`config.mk`:
```
export PLATFORM = sky130hd
export DESIGN_NAME = header_filter
export DESIGN_NICKNAME = d
export VERILOG_FILES = /design/src/source/udp_rx_pkg.sv /design/src/source/header_filter.sv
export SDC_FILE = /design/constraint.sdc
export NUM_CORES = 1
export LEC_CHECK = 0
export BUFFER_PORTS_ARGS = -buffer_cell sky130_fd_sc_hd__clkbuf_2
export CAP_MARGIN = 20
export CORE_AREA = 8 8 164 166
export CTS_BUF_LIST = sky130_fd_sc_hd__clkbuf_4 sky130_fd_sc_hd__clkbuf_8
export DETAILED_ROUTE_END_ITERATION = 10
export DIE_AREA = 0 0 172 174
export GPL_TIMING_DRIVEN = 0
export HOLD_SLACK_MARGIN = 0.06
export PLACE_DENSITY = 0.35
export SLEW_MARGIN = 20
export SYNTH_ARGS = -nofsm -noshare
export SYNTH_HDL_FRONTEND = slang
export SYNTH_SLANG_ARGS = --single-unit
export TNS_END_PERCENT = 50
```
`constraint.sdc`:
```
create_clock -name clk_i -period 2.9 [get_ports clk_i]
set_input_delay 0.29 -clock clk_i [delete_from_list [all_inputs] [get_ports clk_i]]
set_output_delay 0.29 -clock clk_i [all_outputs]
set_load 0.05 [all_outputs]
```
`src/source/udp_rx_pkg.sv`:
```
`default_nettype none

package udp_rx_pkg;

    localparam int IP_HDR_BYTES  = 20;
    localparam int UDP_HDR_BYTES = 8;
    localparam int HDR_BYTES     = 14 + IP_HDR_BYTES + UDP_HDR_BYTES; // ethernet header is 14 bytes

    localparam logic [7:0] PREAMBLE_BYTE = 8'h55;
    localparam logic [7:0] SFD_BYTE      = 8'hD5;

    localparam logic [15:0] ETHERTYPE_IPV4 = 16'h0800;
    localparam logic [7:0]  IP_PROTO_UDP   = 8'd17;

    localparam int BUF_ADDR_W = 11; // 2048 byte payload buffer
    localparam int CNT_W      = 16;

    // fields in wire order, first received byte sits in the top byte
    typedef struct packed {
        logic [47:0] dst_mac;
        logic [47:0] src_mac;
        logic [15:0] ethertype;
        logic [7:0]  ip_ver_ihl;
        logic [7:0]  ip_tos;
        logic [15:0] ip_total_len;
        logic [15:0] ip_id;
        logic [15:0] ip_frag;
        logic [7:0]  ip_ttl;
        logic [7:0]  ip_proto;
        logic [15:0] ip_csum;
        logic [31:0] ip_src;
        logic [31:0] ip_dst;
        logic [15:0] udp_src_port;
        logic [15:0] udp_dst_port;
        logic [15:0] udp_len;
        logic [15:0] udp_csum;
    } eth_udp_hdr_t;

    typedef struct packed {
        logic [7:0] data;
        logic       valid;
    } pay_beat_t;

    typedef struct packed {
        logic frame_end; // pulses once per frame when rx_dv drops
        logic good;
    } frame_status_t;

    typedef struct packed {
        logic [7:0] data;
        logic       last;
    } out_beat_t;

    typedef enum logic [2:0] {
        PS_IDLE,
        PS_PREAMBLE,
        PS_HEADER,
        PS_PAYLOAD,
        PS_SKIP
    } parser_state_t;

endpackage

`default_nettype wire

```
`src/source/header_filter.sv`:
```
`timescale 1ns/1ps
`default_nettype none

module header_filter (
    input  wire logic                     clk_i,
    input  wire logic                     rst_i,
    input  wire udp_rx_pkg::eth_udp_hdr_t hdr_i,
    input  wire logic                     hdr_done_i,
    input  wire logic                     frame_end_i,
    input  wire logic [47:0]              local_mac_i,
    input  wire logic [31:0]              local_ip_i,
    input  wire logic [15:0]              local_port_i,
    output logic                          accept_o,
    output logic                          verdict_valid_o
);

    logic is_udp;
    logic addr_match;

    assign is_udp = (hdr_i.ethertype == udp_rx_pkg::ETHERTYPE_IPV4) &&
                    (hdr_i.ip_proto == udp_rx_pkg::IP_PROTO_UDP);

    assign addr_match = (hdr_i.dst_mac == local_mac_i) &&
                        (hdr_i.ip_dst == local_ip_i) &&
                        (hdr_i.udp_dst_port == local_port_i);

    always_ff @(posedge clk_i) begin
        if (rst_i) begin
            accept_o        <= 1'b0;
            verdict_valid_o <= 1'b0;
        end else begin
            if (hdr_done_i) begin
                accept_o        <= is_udp && addr_match;
                verdict_valid_o <= 1'b1;
            end else if (frame_end_i) begin
                verdict_valid_o <= 1'b0; // the commit logic samples it on this same edge
            end
        end
    end

endmodule

`default_nettype wire

```
# Word level (Yosys, flattened, before mapping)
# Index checks and enable logic that the tools add are counted.
[word_totals] register_bits=2 out_inout_bits=2
[op_classes] eq_ne=5 muxes=2 n_reduce_logical=5
[ops] operator="equality test 48 bit" n=1
[ops] operator="equality test 32 bit" n=1
[ops] operator="equality test 16 x 12 -> 1 bit, second input constant" n=1
[ops] operator="equality test 16 bit" n=1
[ops] operator="equality test 8 x 5 -> 1 bit, second input constant" n=1
[ops] operator="logical AND 1 bit" n=4
[ops] operator="two-way mux 1 bit" n=2
[ops] operator="nonzero test 2 bit" n=1

# Depth between registers and ports, before layout
[logic_depth] depth_word=4 mapped_depth=6 depth_no_buf=6

# Worst setup path before layout
# OpenSTA, ideal clock, no wires.
[synth_path] path_type="input to register" start="input hdr_i[224] (netlist bit)" end="register accept_o" setup_ns=0.060 t_arrival_ns=1.456 required_time_ns=2.840 path_slack_ns=1.383 stages=5 n_path_buf=0 path_cell_list="or4_4 > a221oi_2 > nand4_1 > nor4_2 > a22o_1"
[synth_via] elab_chain_len=3
[synth_rtl] item="start: declaration" line="header_filter.sv:7" source="input wire udp_rx_pkg::eth_udp_hdr_t hdr_i,"
[synth_rtl] item="equality test 16 x 12 -> 1 bit" line="header_filter.sv:20" source="assign is_udp = (hdr_i.ethertype == udp_rx_pkg::ETHERTYPE_IPV4) &&"
[synth_rtl] item="logical AND 1 bit" line="header_filter.sv:20"
[synth_rtl] item="logical AND 1 bit" line="header_filter.sv:33" source="accept_o <= is_udp && addr_match;"
[synth_rtl] item="end signal: assignment" line="header_filter.sv:33"
[synth_rtl] item="end: declaration" line="header_filter.sv:13" source="output logic accept_o,"
# No other way between the ends.
# A chain may end at the register's enable or synchronous reset.

# Worst setup path after layout
[layout_path] start="input local_ip_i[16]" end="register accept_o"
[layout_via] elab_chain_len=4
[layout_rtl] item="start: declaration" line="header_filter.sv:11" source="input wire logic [31:0] local_ip_i,"
[layout_rtl] item="equality test 32 bit" line="header_filter.sv:24" source="(hdr_i.ip_dst == local_ip_i) &&"
[layout_rtl] item="logical AND 1 bit" line="header_filter.sv:23" source="assign addr_match = (hdr_i.dst_mac == local_mac_i) &&"
[layout_rtl] item="logical AND 1 bit" line="header_filter.sv:24"
[layout_rtl] item="logical AND 1 bit" line="header_filter.sv:33"
# No other way between the ends.

==> results.md <==
* Core Area at 0.02453 mm²
* Die W at 172 µm
* Syn Inst Count at 181
* Nets at 843
* Worst Path Required at slightly above 3000 ps
* Min-Delay Path Class: input port to flop
* Synthesized net count at 617
* H-tree Lvls at 1
* Top library cells by usage in the layout, fill and taps aside: 221 x clkbuf_2, 35 x inv_1, 31 x xor2_1, 29 x xnor2_1, 14 x nor4_1
* Worst setup EP type: flop
* Clk_skew at 0 ps
* Worst-Skew Late Latency at 210 ps
* RSZ-0062 raised after global routing: no
* Cts hold-fix bufs at 0
* Worst-path clk slew at 30 ps
* Area grow syn2layout at 120.3%
* Yosys warns at 0
* Peak VDD IR at 0.09928 mV
* Syn Std Cell Area at 0.001297 mm²
* Highest clock rate at 452.9 MHz
* Drt drc at 0
* Clock Tree Buf Depth at 2
* Initial antenna violation count at 2
* Initial DRT Pass Iterations at 4
* Diodes inserted at 0
* Hold Vio Cnt, Final at 0
* Detailed placement HPWL at 10040 µm
* Vias in the first global route at 2460
* Sink Count at 2
* Setup Buffers After CTS at 0
* Grt ovf at 0
* Relative slew slack at 51.29%
* Fin Hold WS at slightly above 300 ps
* Critical path startpoint: local_ip_i[16]
* Tmin final at around 2200 ps
* Hold Path Origin: rst_i
* DR vias/cell at 2.936
* CTS tree: yes
* P per Cell Area at 162.0 mW/mm²
* Seq/Total Area, Yosys at under 10%
* WP data arrival at between 2000 and 2500 ps
* Share of cells above drive strength 1 at 56.54%
* Post-DR wirelength/cell at ~14 µm
* Reg2reg start: accept_o
* Vias at around 2200
* Initial Utilization at about 5.3%
* Count of buffers from port buffering at 221
* Largest net degree at the start of global routing at 4
* Final period util at 76.14%
* Netlist cell types at 28
* # IOs at 438
* DR iter-0 viols at 92
* Routed Antenna Nets at 0
* Die Height at ~170 µm
* Setup crit start kind: input port
* WL final at 10210 µm
* P_leak at 0.001453 µW
* Result of the run: finished, final reports clean
* Kind of critical path: input port to flop
* Yosys reg bits at 2
* FP Rows at 58
* Final Max Tran Viols at 0
* Setup TNS at 0 ps
* Post-cts sizing count at 0
* First-pass GRT wire length at 14230 µm
* Max Cap Viol at 0
* CP max FO at 1
* Commonest non-fill, non-tap cell in the layout: clkbuf_2
* Final setup viols at 0
* Syn Area/Cell at a little over 7 µm²
* TritonCTS Buffers at 3
* Final Wtd Congestion at around 0.74
* Slew @ Worst Pin at approximately 730 ps
* Die area at 0.02993 mm²
* CTS root buffer: clkbuf_8
* GRT Overall Usage at 6.388%
[metrics by stage]
stage                     utilization, %  cell area (µm²)  setup slack, ps  instances  power (µW)
final                              11.65             2858            692.1        735       463.0
after global placement             11.48             2816            187.7        732       363.0
after floorplan                        -             1297             1383        181       150.0
after detailed placement           11.48             2816            197.6        732       364.9
after CTS                          11.65             2858            402.0        735       477.8
after global routing               11.65             2858            333.6        735       516.7
[worst paths after layout]
path                     endpoint  slack [ps]  depth (start not counted)
setup / recovery         accept_o         690                          7
hold / removal    verdict_valid_o         300                          2
setup reg to reg         accept_o        2290                          1
hold reg to reg          accept_o         490                          1
[report_power, final]
| part | switching [µW] | internal (µW) |
|---|---|---|
| sequential | 0.445 | 28.7 |
| combinational | 146 | 181 |
| clock | 19.6 | 87.5 |
[routing by layer]
| metal | vias to the layer above | GRT usage [%] | share of wire [%] |
|---|---|---|---|
| met3 | 10 | 2.858 | 14 |
| met1 | 869 | 8.653 | 47 |
| met5 | - | 0 | 0.25 |
| met4 | 4 | 1.042 | 0.93 |
| li1 | 1110 | - | - |
| met2 | 165 | 9.223 | 37 |
[sequential cells by signal, indices dropped and copies added (netlist names)]
name,cells
accept_o,1
verdict_valid_o,1
[final cells by class]
class                      instances  area (µm²)
fill                            2921       21670
multi-input combinational        142        1119
timing repair buffer             221        1106
tap                              330       412.9
inverter                          37       138.9
clock buffer                       3       41.29
sequential                         2       40.04
[worst max-delay path, stage by stage]
cell and delay (ps):
clkbuf_2 90, xnor2_1 340, nand4_1 140, nor4_1 380
nand4_1 210, nor4_1 680, a22o_1 220
[kinds of logic after synthesis]
family	count (synthesis)	synth area share [%]
buffers and inverters	37	10.70
AOI/OAI and AO/OA	36	22.66
DFF	2	3.086
and+or+nand+nor	46	23.05
xor gates and xnor gates	60	40.50
[cell usage after synthesis]
| cell type | number | area (µm²) |
|---|---|---|
| o2bb2ai_1 | 8 | 70.07 |
| a22o_1 | 4 | 35.03 |
| nor3b_1 | 1 | 7.510 |
| nor4_2 | 2 | 25.02 |
| or4_4 | 1 | 11.26 |
| o22ai_1 | 10 | 62.56 |
| o221ai_1 | 1 | 8.760 |
| inv_1 | 35 | 131.4 |
| xnor2_1 | 29 | 254.0 |
| o2111ai_1 | 1 | 8.760 |
| a221oi_2 | 1 | 15.01 |
| nand4_1 | 12 | 75.07 |
| nor4_1 | 14 | 87.58 |
| a21oi_1 | 1 | 5.000 |
| clkinv_1 | 2 | 7.510 |
| nor4b_1 | 2 | 17.52 |
| dfxtp_1 | 2 | 40.04 |
| a221oi_1 | 8 | 70.07 |
| nor2b_1 | 1 | 6.260 |
| a2111oi_0 | 1 | 8.760 |
| xor2_1 | 31 | 271.5 |
| nor3_1 | 1 | 5.000 |
| nand2_1 | 1 | 3.750 |
| nor2_1 | 5 | 18.77 |
| nand2b_1 | 3 | 18.77 |
| nand4_2 | 1 | 12.51 |
| nand3_1 | 2 | 10.01 |
| a222oi_1 | 1 | 10.01 |
Note: power is estimated with default switching activity, not from simulation.
