### src/source/udp_rx_pkg.sv
`default_nettype none

package udp_rx_pkg;

    localparam int IP_HDR_BYTES  = 20;
    localparam int UDP_HDR_BYTES = 8;
    localparam int HDR_BYTES     = 14 + IP_HDR_BYTES + UDP_HDR_BYTES; // ethernet header is 14 bytes

    localparam logic [7:0] PREAMBLE_BYTE = 8'h55;
    localparam logic [7:0] SFD_BYTE      = 8'hD5;

    localparam logic [15:0] ETHERTYPE_IPV4 = 16'h0800;
    localparam logic [7:0]  IP_PROTO_UDP   = 8'd17;

    localparam int BUF_ADDR_W = 11; // 2048 byte payload buffer
    localparam int CNT_W      = 16;

    // fields in wire order, first received byte sits in the top byte
    typedef struct packed {
        logic [47:0] dst_mac;
        logic [47:0] src_mac;
        logic [15:0] ethertype;
        logic [7:0]  ip_ver_ihl;
        logic [7:0]  ip_tos;
        logic [15:0] ip_total_len;
        logic [15:0] ip_id;
        logic [15:0] ip_frag;
        logic [7:0]  ip_ttl;
        logic [7:0]  ip_proto;
        logic [15:0] ip_csum;
        logic [31:0] ip_src;
        logic [31:0] ip_dst;
        logic [15:0] udp_src_port;
        logic [15:0] udp_dst_port;
        logic [15:0] udp_len;
        logic [15:0] udp_csum;
    } eth_udp_hdr_t;

    typedef struct packed {
        logic [7:0] data;
        logic       valid;
    } pay_beat_t;

    typedef struct packed {
        logic frame_end; // pulses once per frame when rx_dv drops
        logic good;
    } frame_status_t;

    typedef struct packed {
        logic [7:0] data;
        logic       last;
    } out_beat_t;

    typedef enum logic [2:0] {
        PS_IDLE,
        PS_PREAMBLE,
        PS_HEADER,
        PS_PAYLOAD,
        PS_SKIP
    } parser_state_t;

endpackage

`default_nettype wire

### src/source/rx_frame_parser.sv
`timescale 1ns/1ps
`default_nettype none

module rx_frame_parser (
    input  wire logic                     clk_i,
    input  wire logic                     rst_i,
    input  wire logic [7:0]               rx_d_i,
    input  wire logic                     rx_dv_i,
    output udp_rx_pkg::eth_udp_hdr_t      hdr_o,
    output logic                          hdr_done_o,
    output udp_rx_pkg::pay_beat_t         pay_o,
    output udp_rx_pkg::frame_status_t     status_o
);

    logic [7:0]                rxd_q;
    logic                      rxdv_q;
    logic                      rxdv_d;
    udp_rx_pkg::parser_state_t state;
    udp_rx_pkg::eth_udp_hdr_t  hdr_q;
    logic [15:0]               byte_cnt;
    logic [15:0]               pay_len;
    logic                      hdr_last;
    logic                      short_udp;
    logic                      pay_done;
    logic [7:0]                pay_data_q;
    logic                      pay_valid_q;

    assign pay_len   = hdr_q.udp_len - 16'(udp_rx_pkg::UDP_HDR_BYTES);
    assign short_udp = (hdr_q.udp_len <= 16'(udp_rx_pkg::UDP_HDR_BYTES)); // no payload at all
    assign hdr_last  = (byte_cnt == 16'(udp_rx_pkg::HDR_BYTES - 1));

    assign hdr_o = hdr_q;
    assign pay_o = '{data: pay_data_q, valid: pay_valid_q};

    always_ff @(posedge clk_i) begin
        if (rst_i) begin
            rxdv_q <= 1'b0;
            rxdv_d <= 1'b0;
        end else begin
            rxdv_q <= rx_dv_i;
            rxdv_d <= rxdv_q; // used for the rising edge in idle
        end
    end

    always_ff @(posedge clk_i) begin
        rxd_q <= rx_d_i;
        if (state == udp_rx_pkg::PS_HEADER && rxdv_q) begin
            hdr_q <= {hdr_q[udp_rx_pkg::HDR_BYTES*8-9:0], rxd_q};
        end
        if (state == udp_rx_pkg::PS_PAYLOAD) begin
            pay_data_q <= rxd_q;
        end
    end

    always_ff @(posedge clk_i) begin
        if (rst_i) begin
            state       <= udp_rx_pkg::PS_IDLE;
            byte_cnt    <= '0;
            pay_done    <= 1'b0;
            hdr_done_o  <= 1'b0;
            pay_valid_q <= 1'b0;
            status_o    <= '0;
        end else begin
            hdr_done_o  <= 1'b0;
            pay_valid_q <= 1'b0;
            status_o    <= '0;
            if (state != udp_rx_pkg::PS_IDLE && !rxdv_q) begin
                state              <= udp_rx_pkg::PS_IDLE;
                status_o.frame_end <= 1'b1;
                status_o.good      <= (state == udp_rx_pkg::PS_SKIP) && pay_done;
            end else begin
                case (state)
                    udp_rx_pkg::PS_IDLE: begin
                        byte_cnt <= '0;
                        pay_done <= 1'b0;
                        if (rxdv_q && !rxdv_d) begin
                            state <= udp_rx_pkg::PS_PREAMBLE;
                        end
                    end
                    udp_rx_pkg::PS_PREAMBLE: begin
                        if (rxd_q == udp_rx_pkg::SFD_BYTE) begin
                            state <= udp_rx_pkg::PS_HEADER;
                        end else if (rxd_q != udp_rx_pkg::PREAMBLE_BYTE) begin
                            state <= udp_rx_pkg::PS_SKIP; // malformed preamble, frame is bad
                        end
                    end
                    udp_rx_pkg::PS_HEADER: begin
                        byte_cnt <= byte_cnt + 16'd1;
                        if (hdr_last) begin
                            state      <= udp_rx_pkg::PS_PAYLOAD;
                            byte_cnt   <= '0;
                            hdr_done_o <= 1'b1;
                        end
                    end
                    udp_rx_pkg::PS_PAYLOAD: begin
                        if (short_udp) begin
                            state <= udp_rx_pkg::PS_SKIP;
                        end else begin
                            pay_valid_q <= 1'b1;
                            byte_cnt    <= byte_cnt + 16'd1;
                            if (byte_cnt == pay_len - 16'd1) begin
                                state    <= udp_rx_pkg::PS_SKIP;
                                pay_done <= 1'b1;
                            end
                        end
                    end
                    udp_rx_pkg::PS_SKIP: begin
                        state <= udp_rx_pkg::PS_SKIP; // padding and fcs until rx_dv drops
                    end
                    default: begin
                        state <= udp_rx_pkg::PS_IDLE;
                    end
                endcase
            end
        end
    end

endmodule

`default_nettype wire

### config.mk
export PLATFORM = sky130hd
export DESIGN_NAME = rx_frame_parser
export DESIGN_NICKNAME = d
export VERILOG_FILES = /design/src/source/udp_rx_pkg.sv /design/src/source/rx_frame_parser.sv
export SDC_FILE = /design/constraint.sdc
export NUM_CORES = 1
export LEC_CHECK = 0
export ABC_CLOCK_PERIOD_IN_PS = 24800
export BUFFER_PORTS_ARGS = -buffer_cell sky130_fd_sc_hd__buf_2
export CAP_MARGIN = 20
export CORE_ASPECT_RATIO = 0.9
export CORE_UTILIZATION = 46
export DETAILED_ROUTE_END_ITERATION = 10
export PLACE_DENSITY = 0.85
export SYNTH_ARGS = -nofsm -noshare
export SYNTH_HDL_FRONTEND = slang
export SYNTH_SLANG_ARGS = --single-unit
### constraint.sdc
create_clock -name clk_i -period 24.8 [get_ports clk_i]
set_input_delay 4.96 -clock clk_i [delete_from_list [all_inputs] [get_ports clk_i]]
set_output_delay 4.96 -clock clk_i [all_outputs]
set_load 0.02 [all_outputs]
-- Yosys cells after proc, flatten, opt, wreduce, memory -nomap -nowiden
Cells that the tools add are included.
- memories kept: 0
- bits in writable memories: 0
- bits of input ports: 11
- bits in read-only memories: 0
- output and inout port bits: 348
- latch bits: 0
- bits in registers: 378
- logic and storage cells: 82
- add/subtract/negate cells: 3
- mux-type cells: 16
- shifts and indexed selects: 0
- equal/unequal tests: 14
- bitwise gates (word level): 3
- reductions and logical operators: 17
- order comparisons: 1
- divide/modulo/power cells: 0
- multiply operators: 0
- operators by type and width (kind ; number):
    case mux 16 bit (3 select lines) ; 1
    2-to-1 mux 16 bit ; 2
    2-to-1 mux 3 bit ; 6
    adder 16 x 1 -> 16 bit (second input constant) ; 1
    == test 16 bit ; 1
    == test 16 x 6 -> 1 bit (second input constant) ; 1
    less-or-equal comparator 16 x 4 -> 1 bit (second input constant) ; 1
    subtractor 16 x 1 -> 16 bit (second input constant) ; 1
    subtractor 16 x 4 -> 16 bit (second input constant) ; 1
    case mux 3 bit (5 select lines) ; 1
    == test 8 bit (second input constant) ; 1
    inequality test 8 x 7 -> 1 bit (second input constant) ; 1
    AND reduction 4 bit ; 2
    == test 3 x 2 -> 1 bit (second input constant) ; 2
    inequality test 2 bit (second input constant) ; 3
    nonzero test 3 bit ; 2
    OR reduction 3 bit ; 2
    logical AND 1 bit ; 4
    2-to-1 mux 1 bit ; 4
    OR reduction 2 bit ; 2
    == test 3 x 1 -> 1 bit (second input constant) ; 1
    == test 3 bit (second input constant) ; 1
    logical NOT 3 bit ; 1
    inequality test 3 x 2 -> 1 bit (second input constant) ; 1
    other kinds (8) ; 11

-- Longest topological paths before layout
- depth after elaboration: 6
- depth in mapped cells: 9
- depth with buffers taken out: 8

-- Worst setup path after synthesis
Ideal clock, no wire load.
- path type: register to register
- start: register state[2]
- end: register hdr_q, in the netlist hdr_o[0] (enable)
- setup time: 1.448 ns
- data arrival time: 23.111 ns
- cell stages (with the launch flop): 3
- setup slack: 0.240 ns
- buffers on the path: 1
- data required time: 23.352 ns
- period minus slack after synthesis: 24.560 ns
- cells stage by stage: dfxtp_1 -> clkbuf_1 -> nor3_1
- longest elaborated chain between the ends: 2
- ends and longest elaborated chain (element ; RTL line ; source):
    start, declared ; rx_frame_parser.sv:18 ; udp_rx_pkg::parser_state_t state;
    start signal, assigned ; rx_frame_parser.sv:57 ; state <= udp_rx_pkg::PS_IDLE;
    start signal, assigned ; rx_frame_parser.sv:68 ; state <= udp_rx_pkg::PS_IDLE;
    start signal, assigned ; rx_frame_parser.sv:77 ; state <= udp_rx_pkg::PS_PREAMBLE;
    == test 3 x 2 -> 1 bit ; rx_frame_parser.sv:47 ; if (state == udp_rx_pkg::PS_HEADER && rxdv_q) begin
    logical AND 1 bit ; rx_frame_parser.sv:47 ;
    end signal, assigned ; rx_frame_parser.sv:48 ; hdr_q <= {hdr_q[udp_rx_pkg::HDR_BYTES*8-9:0], rxd_q};
    end, declared ; rx_frame_parser.sv:19 ; udp_rx_pkg::eth_udp_hdr_t hdr_q;
No other way between the ends.
A chain may end at the register's enable or synchronous reset.

-- Worst setup path after layout
- start: register hdr_q, in the netlist hdr_o[19]
- end: output hdr_o[19] (netlist name)
- RTL lines (element ; RTL line ; source):
    end, declared ; rx_frame_parser.sv:9 ; output udp_rx_pkg::eth_udp_hdr_t hdr_o,
No word-level cell between the ends.

==> metrics <==
dpl cells=1285; crit path capture type=output pin; largest net degree at the start of global routing=204; number of global-route vias before repair=between 6000 and 7000; # hold bufs at CTS=0; Slew Limit Headroom=12.5%; flops & latches, synth=378; critical path's slowest cell=edfxtp_1; post-route core utilization=between 60% and 70%; outcome=complete, no violations; CP arrival=1.34 ns; Synth area leader=edfxtp_1; Rows=56; Die X-Extent=175 µm; Post-DP HPWL=18.5 mm; Skew-Pair Late Insertion Delay=between 0.5 and 0.6 ns; worst hold path class=flip-flop to flip-flop; final std cells w/o fill=1352; Max stage delay on crit path=between 0.5 and 0.6 ns; Post-Route WL=approximately 28 mm; Starting DRT DRC Count=between 600 and 700; area occupied by multi-input gates=about 0.0012 mm²; worst-path fanout max=12; via count=6887; share of cells above drive strength 1=42.2%; Slew Limit Fails=0; syn avg cell area=21.0 µm²; VDD IR max=roughly 0.055 mV; Pre-Repair DR Iteration Count=5; setup slack after layout=~19 ns; share of the synthesized area in the top cell type=83.8%; Hold Path Depth=0; maximum capacitance violations=0; Max clock buf depth=3; R2R depth=4; post-CTS setup buffer count=0; Post-synth top flop=edfxtp_1; core area=between 0.02 and 0.03 mm²; total CTS buffers=37; Final Hold Fails=0; # DRC=0; Antenna Cells=0; RSZ-0062 raised after global routing=no; Least-Margin Pin Slew=1.31 ns; # H-tree levels=2; IO buf count=358; die height=157 µm; cell area after synthesis=around 0.012 mm²; I/O pins=359; CTS tree=yes; sum of buffers and inverters on the critical path=1; Nets=990; clock-pin slew on the worst setup and hold paths=around 0.07 ns; remaining antenna violation count=0; P&R area growth vs syn=28.1%; Wirelength per Cell=20.4 µm; Die ar.=between 0.02 and 0.03 mm²; post-cts resize count=0; Filler Cell Count=1943; minimum clock period=6.30 ns; Critical Path RT=slightly below 20 ns; Setup WS pre-CTS=18.79 ns; PwrDens=80.0 mW/mm²; worst hold slack=0.439 ns; CTS root buf=clkbuf_16; synthesis warning total=0; post-synthesis sequential area ratio=89.3%; antenna violations before repair=0; Distinct cells, synth=50; fmax=159 MHz; count of flip-flops with a built-in enable after synthesis=between 300 and 400; Final Cycle Share=between 20% and 30%; Crit path depth=1; Via density=5.09; asr flop ratio synth=0%; Register Area=between 0.01 and 0.015 mm²; first-pass GRT wire length=just under 40 mm; clock sink count=about 380; Post-Syn Instances=588; leak pwr=between 5 and 6 nW; critical-path cell list=buf_2; CP startpoint kind=flip-flop; Final setup viols=0; GPL Wtd Cong=0.865; Clock Skew=0.0175 ns; total negative slack=0 ns; overall routing resource usage=18.9%; synth top area cells=edfxtp_1 84%, dfxtp_1 5.5%, xnor2_1 1.7%; Setup CP Type=flip-flop to output pin; Initial Util=47.1%; Mapped Nets=602; largest delay contributor family on the critical path=flip-flops; gr ovfl total=0
report_power, final:
group          switching (mW)  internal (mW)  leakage (nW)
Clock                   0.235          0.338         0.608
Combinational         0.00228        0.00179          1.82
Sequential            0.00146          0.686          3.37
Total                   0.239           1.03          5.79
cells in the mapped netlist, drive strengths merged (2+ instances only):
| master | n |
|---|---|
| edfxtp | 344 |
| dfxtp | 34 |
| nor2 | 25 |
| xnor2 | 24 |
| nor4 | 18 |
| inv | 13 |
| nand2 | 11 |
| nor3 | 9 |
| xor2 | 9 |
| a21oi | 8 |
| clkbuf | 8 |
| nand2b | 8 |
| nand4 | 8 |
| o21ai | 7 |
| nand3 | 6 |
| buf | 4 |
| nor2b | 4 |
| ha | 3 |
| nor3b | 3 |
| o22ai | 3 |
| a21o | 2 |
| a31oi | 2 |
| and3 | 2 |
| and4 | 2 |
| nand3b | 2 |
| nand4b | 2 |
| o2111a | 2 |
| o211a | 2 |
| o311ai | 2 |
| o31a | 2 |
| or2 | 2 |
| or3 | 2 |
metal layers:
metal | up-vias | GRT usage, % | wire [µm]
met1 | 3385 | 24.7 | 11000
met3 | 31 | 6.62 | 2920
met2 | 401 | 30.8 | 13300
li1 | 3070 | - | -
met5 | - | 0 | 0
met4 | 0 | 3.93 | 285
cells in the final DEF, fill, tap and decap left out, drive strengths merged, types with 4 or more instances in the layout:
master,Yosys,layout
buf,4,361
edfxtp,344,344
clkbuf,8,47
dfxtp,34,34
nor2,25,25
xnor2,24,24
nor4,18,18
inv,13,16
nand2,11,11
clkinv,0,10
xor2,9,9
nor3,9,9
nand2b,8,8
a21oi,8,8
nand4,8,8
o21ai,7,7
nand3,6,6
nor2b,4,4
bufinv,0,4
cell type report:
class,count,share of cell area (%)
clock inverters,20,1.44
well taps,348,2.76
flip-flops and latches,378,69.7
clock buffers,47,6.49
multi-input cells,185,7.75
inverters,13,0.309
repair buffers,361,11.6
registers in the layout, indices dropped and copies added, names as in the netlist:
name	count
hdr_o	336
byte_cnt	16
pay_data_q	8
rxd_q	8
state	3
status_o	2
hdr_done_o	1
pay_done	1
pay_valid_q	1
rxdv_d	1
rxdv_q	1
per-stage QoR:
stage | cell area [µm²] | power [mW]
2_1_floorplan | 12300 | 0.703
3_3_place_gp | 14500 | 0.705
3_5_place_dp | 14500 | 0.705
4_1_cts | 15800 | 1.27
5_1_grt | 15800 | 1.30
6_report | 15800 | 1.26
worst paths after layout:
check / startpoint / endpoint / slack (ns)
max: hdr_o[19] / hdr_o[19] / 18.50
min: hdr_o[100] / hdr_o[108] / 0.44
max reg2reg: state[1] / hdr_o[161] / 21.83
min reg2reg: hdr_o[100] / hdr_o[108] / 0.44
cells by family (layout without fill, tap and decap cells):
logic type      count (synthesis)  count (layout)  synth area share [%]
buf+inv                        25             441                 0.822
simple gates                  107             107                  4.80
mux                             1               1                0.0812
compound gates                 41              41                  2.36
fa+ha+maj                       3               3                 0.304
xor+xnor                       33              33                  2.34
flops                         378             378                  89.3
Note: power is estimated with default switching activity, not from simulation.
