<file path="config.mk">
export PLATFORM = sky130hd
export DESIGN_NAME = rx_commit_ctrl
export DESIGN_NICKNAME = d
export VERILOG_FILES = /design/src/source/udp_rx_pkg.sv /design/src/source/rx_commit_ctrl.sv
export SDC_FILE = /design/constraint.sdc
export NUM_CORES = 1
export LEC_CHECK = 0
export ABC_CLOCK_PERIOD_IN_PS = 3050
export BUFFER_PORTS_ARGS = -buffer_cell sky130_fd_sc_hd__buf_4
export CAP_MARGIN = 30
export CORE_UTILIZATION = 55
export DETAILED_ROUTE_END_ITERATION = 12
export HOLD_SLACK_MARGIN = 0.1
export PLACE_DENSITY = 0.82
export SYNTH_ARGS = -nofsm -noshare
export SYNTH_HDL_FRONTEND = slang
export SYNTH_SLANG_ARGS = --single-unit
</file>
<file path="constraint.sdc">
create_clock -name clk_i -period 3.05 [get_ports clk_i]
set_input_delay 0.305 -clock clk_i [delete_from_list [all_inputs] [get_ports clk_i]]
set_output_delay 0.305 -clock clk_i [all_outputs]
set_load 0.01 [all_outputs]
</file>
<file path="src/source/udp_rx_pkg.sv">
`default_nettype none

package udp_rx_pkg;

    localparam int IP_HDR_BYTES  = 20;
    localparam int UDP_HDR_BYTES = 8;
    localparam int HDR_BYTES     = 14 + IP_HDR_BYTES + UDP_HDR_BYTES; // ethernet header is 14 bytes

    localparam logic [7:0] PREAMBLE_BYTE = 8'h55;
    localparam logic [7:0] SFD_BYTE      = 8'hD5;

    localparam logic [15:0] ETHERTYPE_IPV4 = 16'h0800;
    localparam logic [7:0]  IP_PROTO_UDP   = 8'd17;

    localparam int BUF_ADDR_W = 11; // 2048 byte payload buffer
    localparam int CNT_W      = 16;

    // fields in wire order, first received byte sits in the top byte
    typedef struct packed {
        logic [47:0] dst_mac;
        logic [47:0] src_mac;
        logic [15:0] ethertype;
        logic [7:0]  ip_ver_ihl;
        logic [7:0]  ip_tos;
        logic [15:0] ip_total_len;
        logic [15:0] ip_id;
        logic [15:0] ip_frag;
        logic [7:0]  ip_ttl;
        logic [7:0]  ip_proto;
        logic [15:0] ip_csum;
        logic [31:0] ip_src;
        logic [31:0] ip_dst;
        logic [15:0] udp_src_port;
        logic [15:0] udp_dst_port;
        logic [15:0] udp_len;
        logic [15:0] udp_csum;
    } eth_udp_hdr_t;

    typedef struct packed {
        logic [7:0] data;
        logic       valid;
    } pay_beat_t;

    typedef struct packed {
        logic frame_end; // pulses once per frame when rx_dv drops
        logic good;
    } frame_status_t;

    typedef struct packed {
        logic [7:0] data;
        logic       last;
    } out_beat_t;

    typedef enum logic [2:0] {
        PS_IDLE,
        PS_PREAMBLE,
        PS_HEADER,
        PS_PAYLOAD,
        PS_SKIP
    } parser_state_t;

endpackage

`default_nettype wire

</file>
<file path="src/source/rx_commit_ctrl.sv">
`timescale 1ns/1ps
`default_nettype none

module rx_commit_ctrl (
    input  wire logic                      clk_i,
    input  wire logic                      rst_i,
    input  wire udp_rx_pkg::frame_status_t status_i,
    input  wire logic                      accept_i,
    input  wire logic                      verdict_valid_i,
    input  wire logic                      overflow_i,
    output logic                           commit_o,
    output logic                           discard_o,
    output logic [udp_rx_pkg::CNT_W-1:0]   accept_count_o,
    output logic [udp_rx_pkg::CNT_W-1:0]   drop_count_o
);

    logic keep;

    assign keep = status_i.good && verdict_valid_i && accept_i && !overflow_i;

    always_ff @(posedge clk_i) begin
        if (rst_i) begin
            commit_o       <= 1'b0;
            discard_o      <= 1'b0;
            accept_count_o <= '0;
            drop_count_o   <= '0;
        end else begin
            commit_o  <= status_i.frame_end && keep;
            discard_o <= status_i.frame_end && !keep;
            if (status_i.frame_end) begin
                if (keep) begin
                    if (accept_count_o != '1) begin
                        accept_count_o <= accept_count_o + 1'b1; // saturating
                    end
                end else if (drop_count_o != '1) begin
                    drop_count_o <= drop_count_o + 1'b1;
                end
            end
        end
    end

endmodule

`default_nettype wire

</file>
* After elaboration in Yosys (flattened, before gate mapping)
Cells that the tools add are included.
** Word-level totals
- Register bits after elaboration :: 34
- Bits of input ports :: 7
** Operators by class
- $add $sub $neg :: 2
- Equality and inequality tests :: 2
- Bitwise logic cells :: 1
- Reduce and logical (&&, ||, !) cells :: 9
** Operators by type and width (count)
- $add A16 B1 Y16 const B :: 2
- $ne A16 B16 Y1 const B :: 2
- $reduce_and A3 Y1 :: 2
- $logic_and A1 B1 Y1 :: 5
- $logic_not A1 Y1 :: 2
- $not A1 Y1 :: 1

* Longest topological paths before layout
Gate-level depths: netlist of the first run.
- Depth in word-level cells :: 5
- Gate-level depth with buffers :: 6
- Gate-level depth less buffers :: 5

* Least setup slack after synthesis of the first run
No wires, ideal clock.
- Path kind :: register -> register
- Start :: reg drop_count_o[0] (netlist bit)
- End :: reg drop_count_o[10] (netlist bit)
- Library setup time :: 0.135 ns
- Arrival time :: 1.629 ns
- Data required time :: 2.915 ns
- Setup slack :: 1.286 ns
- Cell stages (with the launch flop) :: 6
- Clock period less this slack :: 1.764 ns
- Cell sequence :: dfxtp_1 -> ha_1 -> nand4_1 -> or4b_4 -> o311ai_0 -> o41ai_1
** Between the ends
- Word-level cells in the longest chain between the ends :: 2
- Elaborated cells on any way between the ends :: 3
** RTL lines
- start: declaration :: line rx_commit_ctrl.sv:14 : output logic [udp_rx_pkg::CNT_W-1:0] drop_count_o
- start signal: assignment :: line rx_commit_ctrl.sv:36 : drop_count_o <= drop_count_o + 1'b1;
- branches (longest 2 deep; another with $add A16 B1 Y16)
Parallel ways; which one is timed is not known.
A chain may end at the register's enable or synchronous reset.

* Worst setup path in the final report of the first run
- Start :: reg drop_count_o[0] (netlist bit)
- End :: reg drop_count_o[15] (netlist bit)
Same word-level chain as after synthesis.

==> results by group, run 1 <==
Clock network
  • CTS sink count: 34
  • Post-CTS sizing: 0
  • Setup Buffers After CTS: 0
  • Clock tree buffer depth: 2
  • CTS tree: yes
  • Hold-fix buffers, CTS: 0
  • CTS root buffer: clkbuf_4
  • Clk slew on worst S/H paths: 0.11 ns
  • Clock buffer count from CTS: 5
  • Clk_lat worst skew: 0.34 ns
  • CTS H-tree depth: 2

Logic synthesis
  • Top post-synthesis cells by count: dfxtp_1, a21oi_1, nand2_1, nand4_1, nor2_1
  • Synth area leaders: dfxtp_1, a21oi_1, o31ai_1, nand4_1, or4_1
  • Sequential fraction of the synthesis area: 39.5%
  • Synthesis Warnings: 0
  • Yosys reg bits: 34
  • Post-synth EDFFs: 0
  • Largest area contributor in the netlist: dfxtp_1
  • Async set-or-reset flop fraction in the synthesized netlist: 0%
  • Syn nets: 207
  • Syn_area_per_cell: 8.70 um^2
  • Post-synth top flop: dfxtp_1
  • Most common cell in the netlist: dfxtp_1
  • Mapped Cells: 198
  • Unique cell type count in the Yosys netlist: 39
  • Post-synth top area share: 39.5%
  • Synthesized area: 1720 um^2

Floorplanning
  • Core footprint: 2850 um^2
  • Ports: 41
  • Die Height: 58.0 um
  • DIE AREA: 3360 um^2
  • Placement Rows: 19
  • Die Wd: 58.0 um
  • Initial Utilization: 60.4%

Route
  • Highest Signal Layer: met4
  • Antenna Nets Post-Route: 0
  • Met1 wire length: 1.75 mm
  • Iter 0 DRT Violations: 118
  • DR WL/cell: 15.0 um
  • WL met3: 236 um
  • # DRC: 3
  • WL final: 4.06 mm
  • Vias: 1742
  • Via density: 6.45
  • WL met2: 2.02 mm
  • Pre-antenna DRT Iters: 8

Worst setup path
  • Delay-heaviest family, CP: simple AND/OR/NAND/NOR gates
  • Worst path bufs/invs: 0
  • CP arrival: 2.17 ns
  • FF-to-FF setup slack: 1.11 ns
  • Critical Path End Type: flip-flop
  • CP required: 3.28 ns
  • CP cell instances: ha_1 -> nand4_1 -> nor3_1 -> nor4_1 -> mux2_2
  • CP peak stage delay: 0.61 ns
  • Worst path slowest cell: nor3_1
  • Crit path max fanout: 8
  • CP Class: reg -> reg
  • Crit start category: flip-flop

Placement
  • Placer Congestion: 0.797
  • Final HPWL from detailed placement: 2.82 mm
  • Post-placement cell count: 262
  • Post-place instance area: 2030 um^2
  • Place WS: 0.981 ns
  • IO Port Bufs: 40

Final layout
  • ANT cells: 0
  • Fill cell count: 227
  • P&R area growth vs syn: 22.4%
  • Storage element area: 681 um^2
  • Design area: 2110 um^2
  • Multi-input combinational cell area: 985 um^2
  • Final #Nets: 247
  • Cell Count, Final, Fillers Out: 270
  • Share of cells above drive strength 1: 25.1%

Timing
  • Fmax: 0.515 GHz
  • Worst slew pin tran: 0.734 ns
  • RSZ-0062 raised after global routing: false
  • Setup TNS: 0 ns
  • Fin. Hold Viols: 0
  • Fin Hold WS: 0.360 ns
  • Fin. max-slew vios: 0
  • Crit share post-route: 63.6%
  • Worst clock skew: 0.00770 ns
  • Fin crit period: 1.94 ns
  • Max transition margin: 50.7%
  • Setup ws final: 1.11 ns
  • # setup viols final: 0

Global route
  • Largest net degree at the start of global routing: 38
  • GRT Resource Usage Total: 25.5%
  • Antenna violations before repair: 0
  • Vias in the first global route: 1581
  • First-pass GRT wire length: 6.67 mm
  • Remaining global-route overflow: 0

Power
  • Net switching power figure: 0.177 mW
  • Reg power frac: 56.5%
  • Maximum vdd drop: 265 uV
  • Int Pwr: 0.619 mW
  • Clk pwr share: 39.1%
  • PD cells: 378 nW/um^2
  • Switching Fraction: 22.3%
  • Logic pwr share: 4.5%
  • Leakage Power: 0.782 nW

Min path
  • HP Class: in -> reg

Run
  • MaxCap Viol Count: 0

Status
  • Failing checks: design-rule violations
  • Outcome: complete, but fails checks
kinds of logic after synthesis:
kind of cell,after synthesis,synth area share [%]
muxes,6,3.85
adders and majority gates,2,1.45
buffers and inverters,13,3.34
AOI/OAI and AO/OA,53,20.3
DFF,34,39.5
and+or+nand+nor,90,31.6
layout by cell type (no fill, tap or decap), types with 6 or more instances in the layout:
cell     netlist  layout
buf_4          0      41
dfxtp_1       34      34
a21oi_1       18      18
nand2_1       14      14
nand4_1       13      13
nor2_1        12      12
o31ai_1       11      11
or4_1          9       9
o21ai_0        8       8
nand3_1        7       7
nor4_1         7       7
or3_1          6       6
metrics by stage:
stage	utilization, %	power [mW]
6_report	73.9	0.796
4_1_cts	73.9	0.801
2_1_floorplan	-	0.480
5_1_grt	73.9	0.829
3_3_place_gp	71.2	0.493
3_5_place_dp	71.2	0.495
flip-flops by register name, summed over array words and instances, names as in the netlist:
name and cells:
accept_count_o 16, commit_o 1, drop_count_o 16, discard_o 1
cell type report:
type / instances / share of cell area (%)
clock buffers: 8 / 3.74
inverters: 5 / 0.890
multi-input cells: 151 / 46.7
flip-flops and latches: 34 / 32.3
well taps: 31 / 1.84
repair buffers: 41 / 14.6
metal layers:
| metal | GRT usage, % | up-vias |
|---|---|---|
| met5 | 0 | - |
| met4 | 10.9 | 0 |
| met3 | 8.04 | 4 |
| met2 | 43.3 | 61 |
| met1 | 29.6 | 816 |
| li1 | - | 861 |
path summary, 6_finish.rpt:
kind,end,start,cells past startpoint
max,drop_count_o[15],drop_count_o[0],5
min,discard_o,rst_i,2
max reg2reg,drop_count_o[15],drop_count_o[0],5
min reg2reg,drop_count_o[6],drop_count_o[6],1
power by group through the flow:
stage	Clock, mW	Combinational [mW]	Sequential [mW]
after CTS	0.316	0.0356	0.450
after global placement	0	0.0338	0.460
after global routing	0.340	0.0387	0.450
after floorplan	0	0.0187	0.461
final	0.311	0.0357	0.450
after detailed placement	0	0.0348	0.460
Note: power is estimated with default switching activity, not from simulation.
==> inputs of run 2 (changes only) <==
--- a/config.mk
+++ b/config.mk
@@ -5,13 +5,14 @@
 export SDC_FILE = /design/constraint.sdc
 export NUM_CORES = 1
 export LEC_CHECK = 0
-export ABC_CLOCK_PERIOD_IN_PS = 3050
+export ABC_AREA = 1
+export ABC_CLOCK_PERIOD_IN_PS = 1800
 export BUFFER_PORTS_ARGS = -buffer_cell sky130_fd_sc_hd__buf_4
 export CAP_MARGIN = 30
-export CORE_UTILIZATION = 55
+export CORE_UTILIZATION = 54
 export DETAILED_ROUTE_END_ITERATION = 12
 export HOLD_SLACK_MARGIN = 0.1
-export PLACE_DENSITY = 0.82
+export PLACE_DENSITY = 0.79
 export SYNTH_ARGS = -nofsm -noshare
 export SYNTH_HDL_FRONTEND = slang
 export SYNTH_SLANG_ARGS = --single-unit
==> constraint.sdc (replaced) <==
create_clock -name clk_i -period 1.8 [get_ports clk_i]
set_input_delay 0.18 -clock clk_i [delete_from_list [all_inputs] [get_ports clk_i]]
set_output_delay 0.18 -clock clk_i [all_outputs]
set_load 0.01 [all_outputs]
==> results by group, run 2 <==
Final layout
  • Fill cell count: 318 (was 227)
  • Cell Count, Final, Fillers Out: 406 (was 270)
  • Commonest non-fill, non-tap cell in the layout: nand2_1 (was buf_4)
  • Share of cells above drive strength 1: 21.1% (was 25.1%)
  • P&R area growth vs syn: 21.0% (was 22.4%)
  • Top flop regs: accept_count_o: 16 flops, drop_count_o: 16 flops (unchanged)
  • Final #Nets: 368 (was 247)
  • Commonest cells after routing, fill and taps aside: nand2_1, nor2_1, buf_4, dfxtp_1, inv_1 (was buf_4, dfxtp_1, a21oi_1, nand2_1, nand4_1)
  • ANT cells: 0 (unchanged)

Logic synthesis
  • Sequential fraction of the synthesis area: 34.4% (was 39.5%)
  • Syn nets: 324 (was 207)
  • Post-synth top area share: 34.4% (was 39.5%)
  • Synthesized area: 1980 um^2 (was 1720 um^2)
  • Largest area contributor in the netlist: dfxtp_1 (unchanged)
  • Top post-synthesis cells by count: nand2_1, nor2_1, dfxtp_1, inv_1, nand3_1 (was dfxtp_1, a21oi_1, nand2_1, nand4_1, nor2_1)
  • Post-synth top flop: dfxtp_1 (unchanged)
  • Unique cell type count in the Yosys netlist: 24 (was 39)
  • Yosys reg bits: 34 (unchanged)
  • Async set-or-reset flop fraction in the synthesized netlist: 0% (unchanged)
  • Synthesis Warnings: 0 (unchanged)
  • Mapped Cells: 315 (was 198)
  • Syn_area_per_cell: 6.28 um^2 (was 8.70 um^2)
  • Post-synth EDFFs: 0 (unchanged)
  • Synth area leaders: dfxtp_1, nand2_1, nor2_1, nand3_1, a21oi_1 (was dfxtp_1, a21oi_1, o31ai_1, nand4_1, or4_1)
  • Most common cell in the netlist: nand2_1 (was dfxtp_1)

Floorplanning
  • Placement Rows: 21 (was 19)
  • Ports: 41 (unchanged)
  • Die Wd: 62.5 um (was 58.0 um)
  • DIE AREA: 3910 um^2 (was 3360 um^2)
  • Initial Utilization: 57.9% (was 60.4%)
  • Die Height: 62.5 um (was 58.0 um)
  • Core footprint: 3420 um^2 (was 2850 um^2)

Power
  • PD cells: 578 nW/um^2 (was 378 nW/um^2)
  • Maximum vdd drop: 409 uV (was 265 uV)
  • Leakage Power: 1.03 nW (was 0.782 nW)

Placement
  • IO Port Bufs: 40 (unchanged)
  • Final HPWL from detailed placement: 3.45 mm (was 2.82 mm)
  • Placer Congestion: 0.907 (was 0.797)
  • Post-placement cell count: 397 (was 262)

Route
  • Met1 wire length: 2.02 mm (was 1.75 mm)
  • WL final: 4.56 mm (was 4.06 mm)
  • WL met2: 2.32 mm (was 2.02 mm)
  • # DRC: 0 (was 3)
  • Antenna Nets Post-Route: 0 (unchanged)
  • DR WL/cell: 11.2 um (was 15.0 um)
  • Vias: 2078 (was 1742)
  • WL met3: 199 um (was 236 um)
  • Via density: 5.12 (was 6.45)
  • Pre-antenna DRT Iters: 4 (was 8)
  • Highest Signal Layer: met4 (unchanged)
  • Iter 0 DRT Violations: 130 (was 118)

Status
  • Outcome: finished, final reports clean (was complete, but fails checks)

Timing
  • Crit share post-route: 88.4% (was 63.6%)
  • Fin. max-slew vios: 0 (unchanged)
  • Worst slew pin tran: 0.401 ns (was 0.734 ns)
  • Fmax: 0.629 GHz (was 0.515 GHz)
  • Worst clock skew: 0.00659 ns (was 0.00770 ns)
  • # setup viols final: 0 (unchanged)
  • Max transition margin: 73.1% (was 50.7%)
  • RSZ-0062 raised after global routing: false (unchanged)
  • Fin. Hold Viols: 0 (unchanged)
  • Fin crit period: 1.59 ns (was 1.94 ns)
  • Setup TNS: 0 ns (unchanged)

Worst setup path
  • Worst path slowest cell: dfxtp_1 (was nor3_1)
  • Reg2Reg Capture Point: accept_count_o[14] (was drop_count_o[15])
  • Crit path max fanout: 6 (was 8)
  • Critical path depth: 9 (was 5)
  • Worst path bufs/invs: 0 (unchanged)
  • Crit path launch: accept_count_o[0] (was drop_count_o[0])
  • Crit path to: accept_count_o[14] (was drop_count_o[15])
  • CP required: 2.03 ns (was 3.28 ns)
  • Reg2Reg Launch Point: accept_count_o[0] (was drop_count_o[0])
  • CP arrival: 1.82 ns (was 2.17 ns)
  • Delay-heaviest family, CP: simple AND/OR/NAND/NOR gates (unchanged)
  • Reg2reg path depth: 9 (was 5)
  • FF-to-FF setup slack: 0.21 ns (was 1.11 ns)
  • CP peak stage delay: 0.36 ns (was 0.61 ns)
  • CP Class: reg -> reg (unchanged)
  • Critical Path End Type: flip-flop (unchanged)
  • Crit start category: flip-flop (unchanged)
  • CP cell instances: ha_1 -> nand2_1 -> nor2_2 -> nand2_2 -> nor2_4 -> nor2_1 -> nand3_1 -> nand2_1 -> nor2_1 (was ha_1 -> nand4_1 -> nor3_1 -> nor4_1 -> mux2_2)

Global route
  • Remaining global-route overflow: 0 (unchanged)
  • Largest net degree at the start of global routing: 22 (was 38)
  • First-pass GRT wire length: 8.07 mm (was 6.67 mm)
  • Vias in the first global route: 1917 (was 1581)
  • Antenna violations before repair: 0 (unchanged)
  • GRT Resource Usage Total: 25.8% (was 25.5%)

Clock network
  • CTS sink count: 34 (unchanged)
  • CTS H-tree depth: 2 (unchanged)
  • Clock buffer count from CTS: 5 (unchanged)
  • CTS root buffer: clkbuf_4 (unchanged)
  • Clk slew on worst S/H paths: 0.10 ns (was 0.11 ns)
  • Clk_lat worst skew: 0.33 ns (was 0.34 ns)
  • CTS tree: yes (unchanged)
  • Clock tree buffer depth: 2 (unchanged)

Min path
  • HP Class: in -> reg (unchanged)

Run
  • MaxCap Viol Count: 0 (unchanged)
run 2: repair_timing:
action,in CTS,in global routing
buffers inserted,0,0
endpoints found under the setup margin,0,1
endpoints found under the hold margin,8,0
hold buffers,1,0
gates resized for setup,0,1
run 2: area by class of cell:
class	count	area, um^2	share of cell area, %
Multi-Input combinational cell	246	1150	47.9
Tap cell	46	57.6	2.40
Inverter	30	113	4.70
Clock buffer	8	78.8	3.29
Sequential cell	34	681	28.4
Timing Repair Buffer	42	318	13.3
run 2: per-layer routing:
layer,vias to the layer above,track usage (%)
li1,1086,-
met1,933,29.2
met2,57,47.4
met3,2,6.02
met4,0,7.85
met5,-,0
run 2: logic make-up (layout without fill, tap and decap cells):
logic type / after synthesis / count (layout) / share of synthesized area (%)
buffers and inverters: 35 / 80 / 7.84
DFF: 34 / 34 / 34.4
AOI/OAI and AO/OA: 33 / 33 / 8.34
adders and majority gates: 2 / 2 / 1.26
xor gates and xnor gates: 1 / 1 / 0.443
and+or+nand+nor: 210 / 210 / 47.7
run 2: worst min-delay path by stage:
stage                            from            endpoint  slack (ns)  cells past startpoint
after floorplan           status_i[1]            commit_o        0.34                      2
after global placement          rst_i  accept_count_o[11]        0.43                      2
after detailed placement        rst_i    drop_count_o[12]        0.43                      2
after CTS                 status_i[1]            commit_o        0.17                      3
after global routing      status_i[1]            commit_o        0.17                      3
final                     status_i[1]            commit_o        0.18                      3
run 2: power by group:
part	internal (mW)	switching, mW	total (mW)
logic	0.0376	0.0513	0.0890
clock network	0.267	0.261	0.528
registers	0.760	0.00819	0.768
run 2: stage by stage:
step	hold WS [ns]	setup slack (ns)	utilization [%]	instance area, um^2	total power [mW]
after detailed placement	0.428	0.198	67.4	2300	0.873
after CTS	0.167	0.188	70.0	2390	1.39
final	0.180	0.209	70.1	2400	1.39
after floorplan	0.344	0.333	-	1980	0.838
after global placement	0.430	0.280	67.4	2300	0.871
after global routing	0.166	0.0164	70.1	2400	1.44
run 2: worst register-to-register path: stages, from the launching register on:
cell and delay (ns):
dfxtp_1 0.36, ha_1 0.21, nand2_1 0.10, nor2_2 0.05, nand2_2 0.13, nor2_4 0.07
nor2_1 0.32, nand3_1 0.12, nand2_1 0.08, nor2_1 0.05
==> inputs of run 3 (changes only) <==
--- a/config.mk
+++ b/config.mk
@@ -9,10 +9,10 @@
 export ABC_CLOCK_PERIOD_IN_PS = 1800
 export BUFFER_PORTS_ARGS = -buffer_cell sky130_fd_sc_hd__buf_4
 export CAP_MARGIN = 30
-export CORE_UTILIZATION = 54
+export CORE_UTILIZATION = 45
 export DETAILED_ROUTE_END_ITERATION = 12
 export HOLD_SLACK_MARGIN = 0.1
-export PLACE_DENSITY = 0.79
+export PLACE_DENSITY = 0.68
 export SYNTH_ARGS = -nofsm -noshare
 export SYNTH_HDL_FRONTEND = slang
 export SYNTH_SLANG_ARGS = --single-unit
==> results by group, run 3 (synthesis gave the netlist of run 2 again) <==
Clock network
  • Post-CTS sizing: 0 (unchanged)
  • Clock buffer count from CTS: 5 (unchanged)
  • Clock tree buffer depth: 2 (unchanged)
  • CTS root buffer: clkbuf_8 (was clkbuf_4)
  • CTS tree: yes (unchanged)
  • Clk slew on worst S/H paths: 0.07 ns (was 0.10 ns)
  • CTS sink count: 34 (unchanged)
  • Setup Buffers After CTS: 0 (unchanged)
  • CTS H-tree depth: 2 (unchanged)
  • Hold-fix buffers, CTS: 0 (was 1)
  • Clk_lat worst skew: 0.29 ns (was 0.33 ns)

Timing
  • Fin crit period: 1.59 ns (about the same)
  • # setup viols final: 0 (unchanged)
  • Fin. max-slew vios: 0 (unchanged)
  • Max transition margin: 72.4% (was 73.1%)
  • RSZ-0062 raised after global routing: false (unchanged)
  • Worst slew pin tran: 0.414 ns (was 0.401 ns)
  • Worst clock skew: 0.00927 ns (was 0.00659 ns)
  • Crit share post-route: 88.2% (was 88.4%)
  • Fmax: 0.630 GHz (was 0.629 GHz)
  • Setup TNS: 0 ns (unchanged)
  • Fin. Hold Viols: 0 (unchanged)

Route
  • Via density: 5.05 (was 5.12)
  • Iter 0 DRT Violations: 66 (was 130)
  • Pre-antenna DRT Iters: 4 (unchanged)
  • Highest Signal Layer: met4 (unchanged)
  • Vias: 2067 (was 2078)
  • WL met3: 204 um (was 199 um)
  • Met1 wire length: 2.04 mm (was 2.02 mm)
  • # DRC: 0 (unchanged)
  • DR WL/cell: 11.1 um (was 11.2 um)
  • WL final: 4.54 mm (was 4.56 mm)
  • WL met2: 2.24 mm (was 2.32 mm)
  • Antenna Nets Post-Route: 0 (unchanged)

Min path
  • HP Class: in -> reg (unchanged)

Final layout
  • P&R area growth vs syn: 21.2% (was 21.0%)
  • Storage element area: 681 um^2 (unchanged)
  • Share of cells above drive strength 1: 20.9% (was 21.1%)
  • Commonest cells after routing, fill and taps aside: nand2_1, nor2_1, buf_4, dfxtp_1, inv_1 (unchanged)
  • Fill cell count: 429 (was 318)
  • Multi-input combinational cell area: 1140 um^2 (was 1150 um^2)
  • Final #Nets: 367 (was 368)
  • Cell Count, Final, Fillers Out: 409 (was 406)
  • Top flop regs: accept_count_o: 16 flops, drop_count_o: 16 flops (unchanged)
  • Commonest non-fill, non-tap cell in the layout: nand2_1 (unchanged)
  • ANT cells: 0 (unchanged)

Placement
  • Final HPWL from detailed placement: 3.41 mm (was 3.45 mm)
  • Placer Congestion: 0.872 (was 0.907)
  • Post-placement cell count: 401 (was 397)
  • IO Port Bufs: 40 (unchanged)

Global route
  • GRT Resource Usage Total: 21.4% (was 25.8%)
  • First-pass GRT wire length: 7.40 mm (was 8.07 mm)
  • Largest net degree at the start of global routing: 18 (was 22)
  • Remaining global-route overflow: 0 (unchanged)
  • Antenna violations before repair: 0 (unchanged)
  • Vias in the first global route: 1702 (was 1917)

Status
  • Outcome: finished, final reports clean (unchanged)

Floorplanning
  • DIE AREA: 4670 um^2 (was 3910 um^2)
  • Die Wd: 68.3 um (was 62.5 um)
  • Die Height: 68.3 um (was 62.5 um)
  • Core footprint: 4120 um^2 (was 3420 um^2)
  • Initial Utilization: 48.1% (was 57.9%)
  • Ports: 41 (unchanged)
  • Placement Rows: 23 (was 21)

Power
  • Int Pwr: 1.10 mW (was 1.06 mW)
  • Switching Fraction: 23.4% (was 23.2%)
  • Reg power frac: 53.3% (was 55.4%)
  • Maximum vdd drop: 391 uV (was 409 uV)
  • PD cells: 601 nW/um^2 (was 578 nW/um^2)
  • Net switching power figure: 0.338 mW (was 0.321 mW)
  • Clk pwr share: 40.7% (was 38.1%)
  • Leakage Power: 1.03 nW (about the same)
  • Logic pwr share: 6.1% (was 6.4%)

Worst setup path
  • CP arrival: 1.77 ns (was 1.82 ns)
  • CP required: 1.98 ns (was 2.03 ns)
  • CP Class: reg -> reg (unchanged)
  • Crit path max fanout: 11 (was 6)
  • Crit start category: flip-flop (unchanged)
  • Critical Path End Type: flip-flop (unchanged)

Run
  • MaxCap Viol Count: 0 (unchanged)
run 3: cell count changes in the layout (fill, tap and decap cells not counted), sizes merged:
cell,previous run,this run
clkbuf,8,7
clkinv,0,1
dlygate4sd3,1,0
run 3: worst max-delay path, cell delays in order, from the launching register on:
cell     delay, ns
dfxtp_1       0.34
ha_1          0.21
nand2_1       0.11
nor2_2        0.05
nand2_2       0.13
nor2_4        0.06
nor2_2        0.33
nand3_1       0.13
nand2_1       0.09
nor2_1        0.04
run 3: stage by stage:
step / hold slack [ns] / total power [mW] / worst slack (ns) / cell area (um^2) / utilization [%]
after floorplan: 0.344 / 0.838 / 0.333 / 1980 / -
after global placement: 0.434 / 0.871 / 0.262 / 2310 / 56.1
after detailed placement: 0.436 / 0.873 / 0.219 / 2310 / 56.1
after CTS: 0.128 / 1.46 / 0.216 / 2400 / 58.3
after global routing: 0.135 / 1.50 / 0.00771 / 2400 / 58.3
final: 0.138 / 1.44 / 0.212 / 2400 / 58.3
run 3: path summary, 6_finish.rpt:
| check | from | to | slack (ns) | cells after the start |
|---|---|---|---|---|
| setup reg to reg | accept_count_o[0] | accept_count_o[15] | 0.21 | 9 |
| hold / removal | rst_i | drop_count_o[9] | 0.14 | 2 |
| hold reg to reg | accept_count_o[0] | accept_count_o[0] | 0.53 | 2 |
| setup / recovery | accept_count_o[0] | accept_count_o[15] | 0.21 | 9 |
run 3: area by class of cell:
| class | instances | share of cell area, % |
|---|---|---|
| Clock inverter | 1 | 0.209 |
| Tap cell | 50 | 2.61 |
| Timing Repair Buffer | 41 | 12.8 |
| Clock buffer | 7 | 3.60 |
| Multi-Input combinational cell | 246 | 47.7 |
| Inverter | 30 | 4.69 |
| Sequential cell | 34 | 28.4 |
run 3: power by group through the flow:
stage	logic (mW)	registers (mW)	clock network (mW)
after floorplan	0.0502	0.788	0
after global placement	0.0863	0.785	0
after detailed placement	0.0875	0.785	0
after CTS	0.0877	0.768	0.607
after global routing	0.0974	0.769	0.637
final	0.0873	0.768	0.587
run 3: per-layer routing:
| metal | GRT usage (%) | up-vias |
|---|---|---|
| met3 | 4.83 | 4 |
| met4 | 7.81 | 0 |
| met2 | 36.2 | 49 |
| met5 | 0 | - |
| li1 | - | 1084 |
| met1 | 26.2 | 930 |
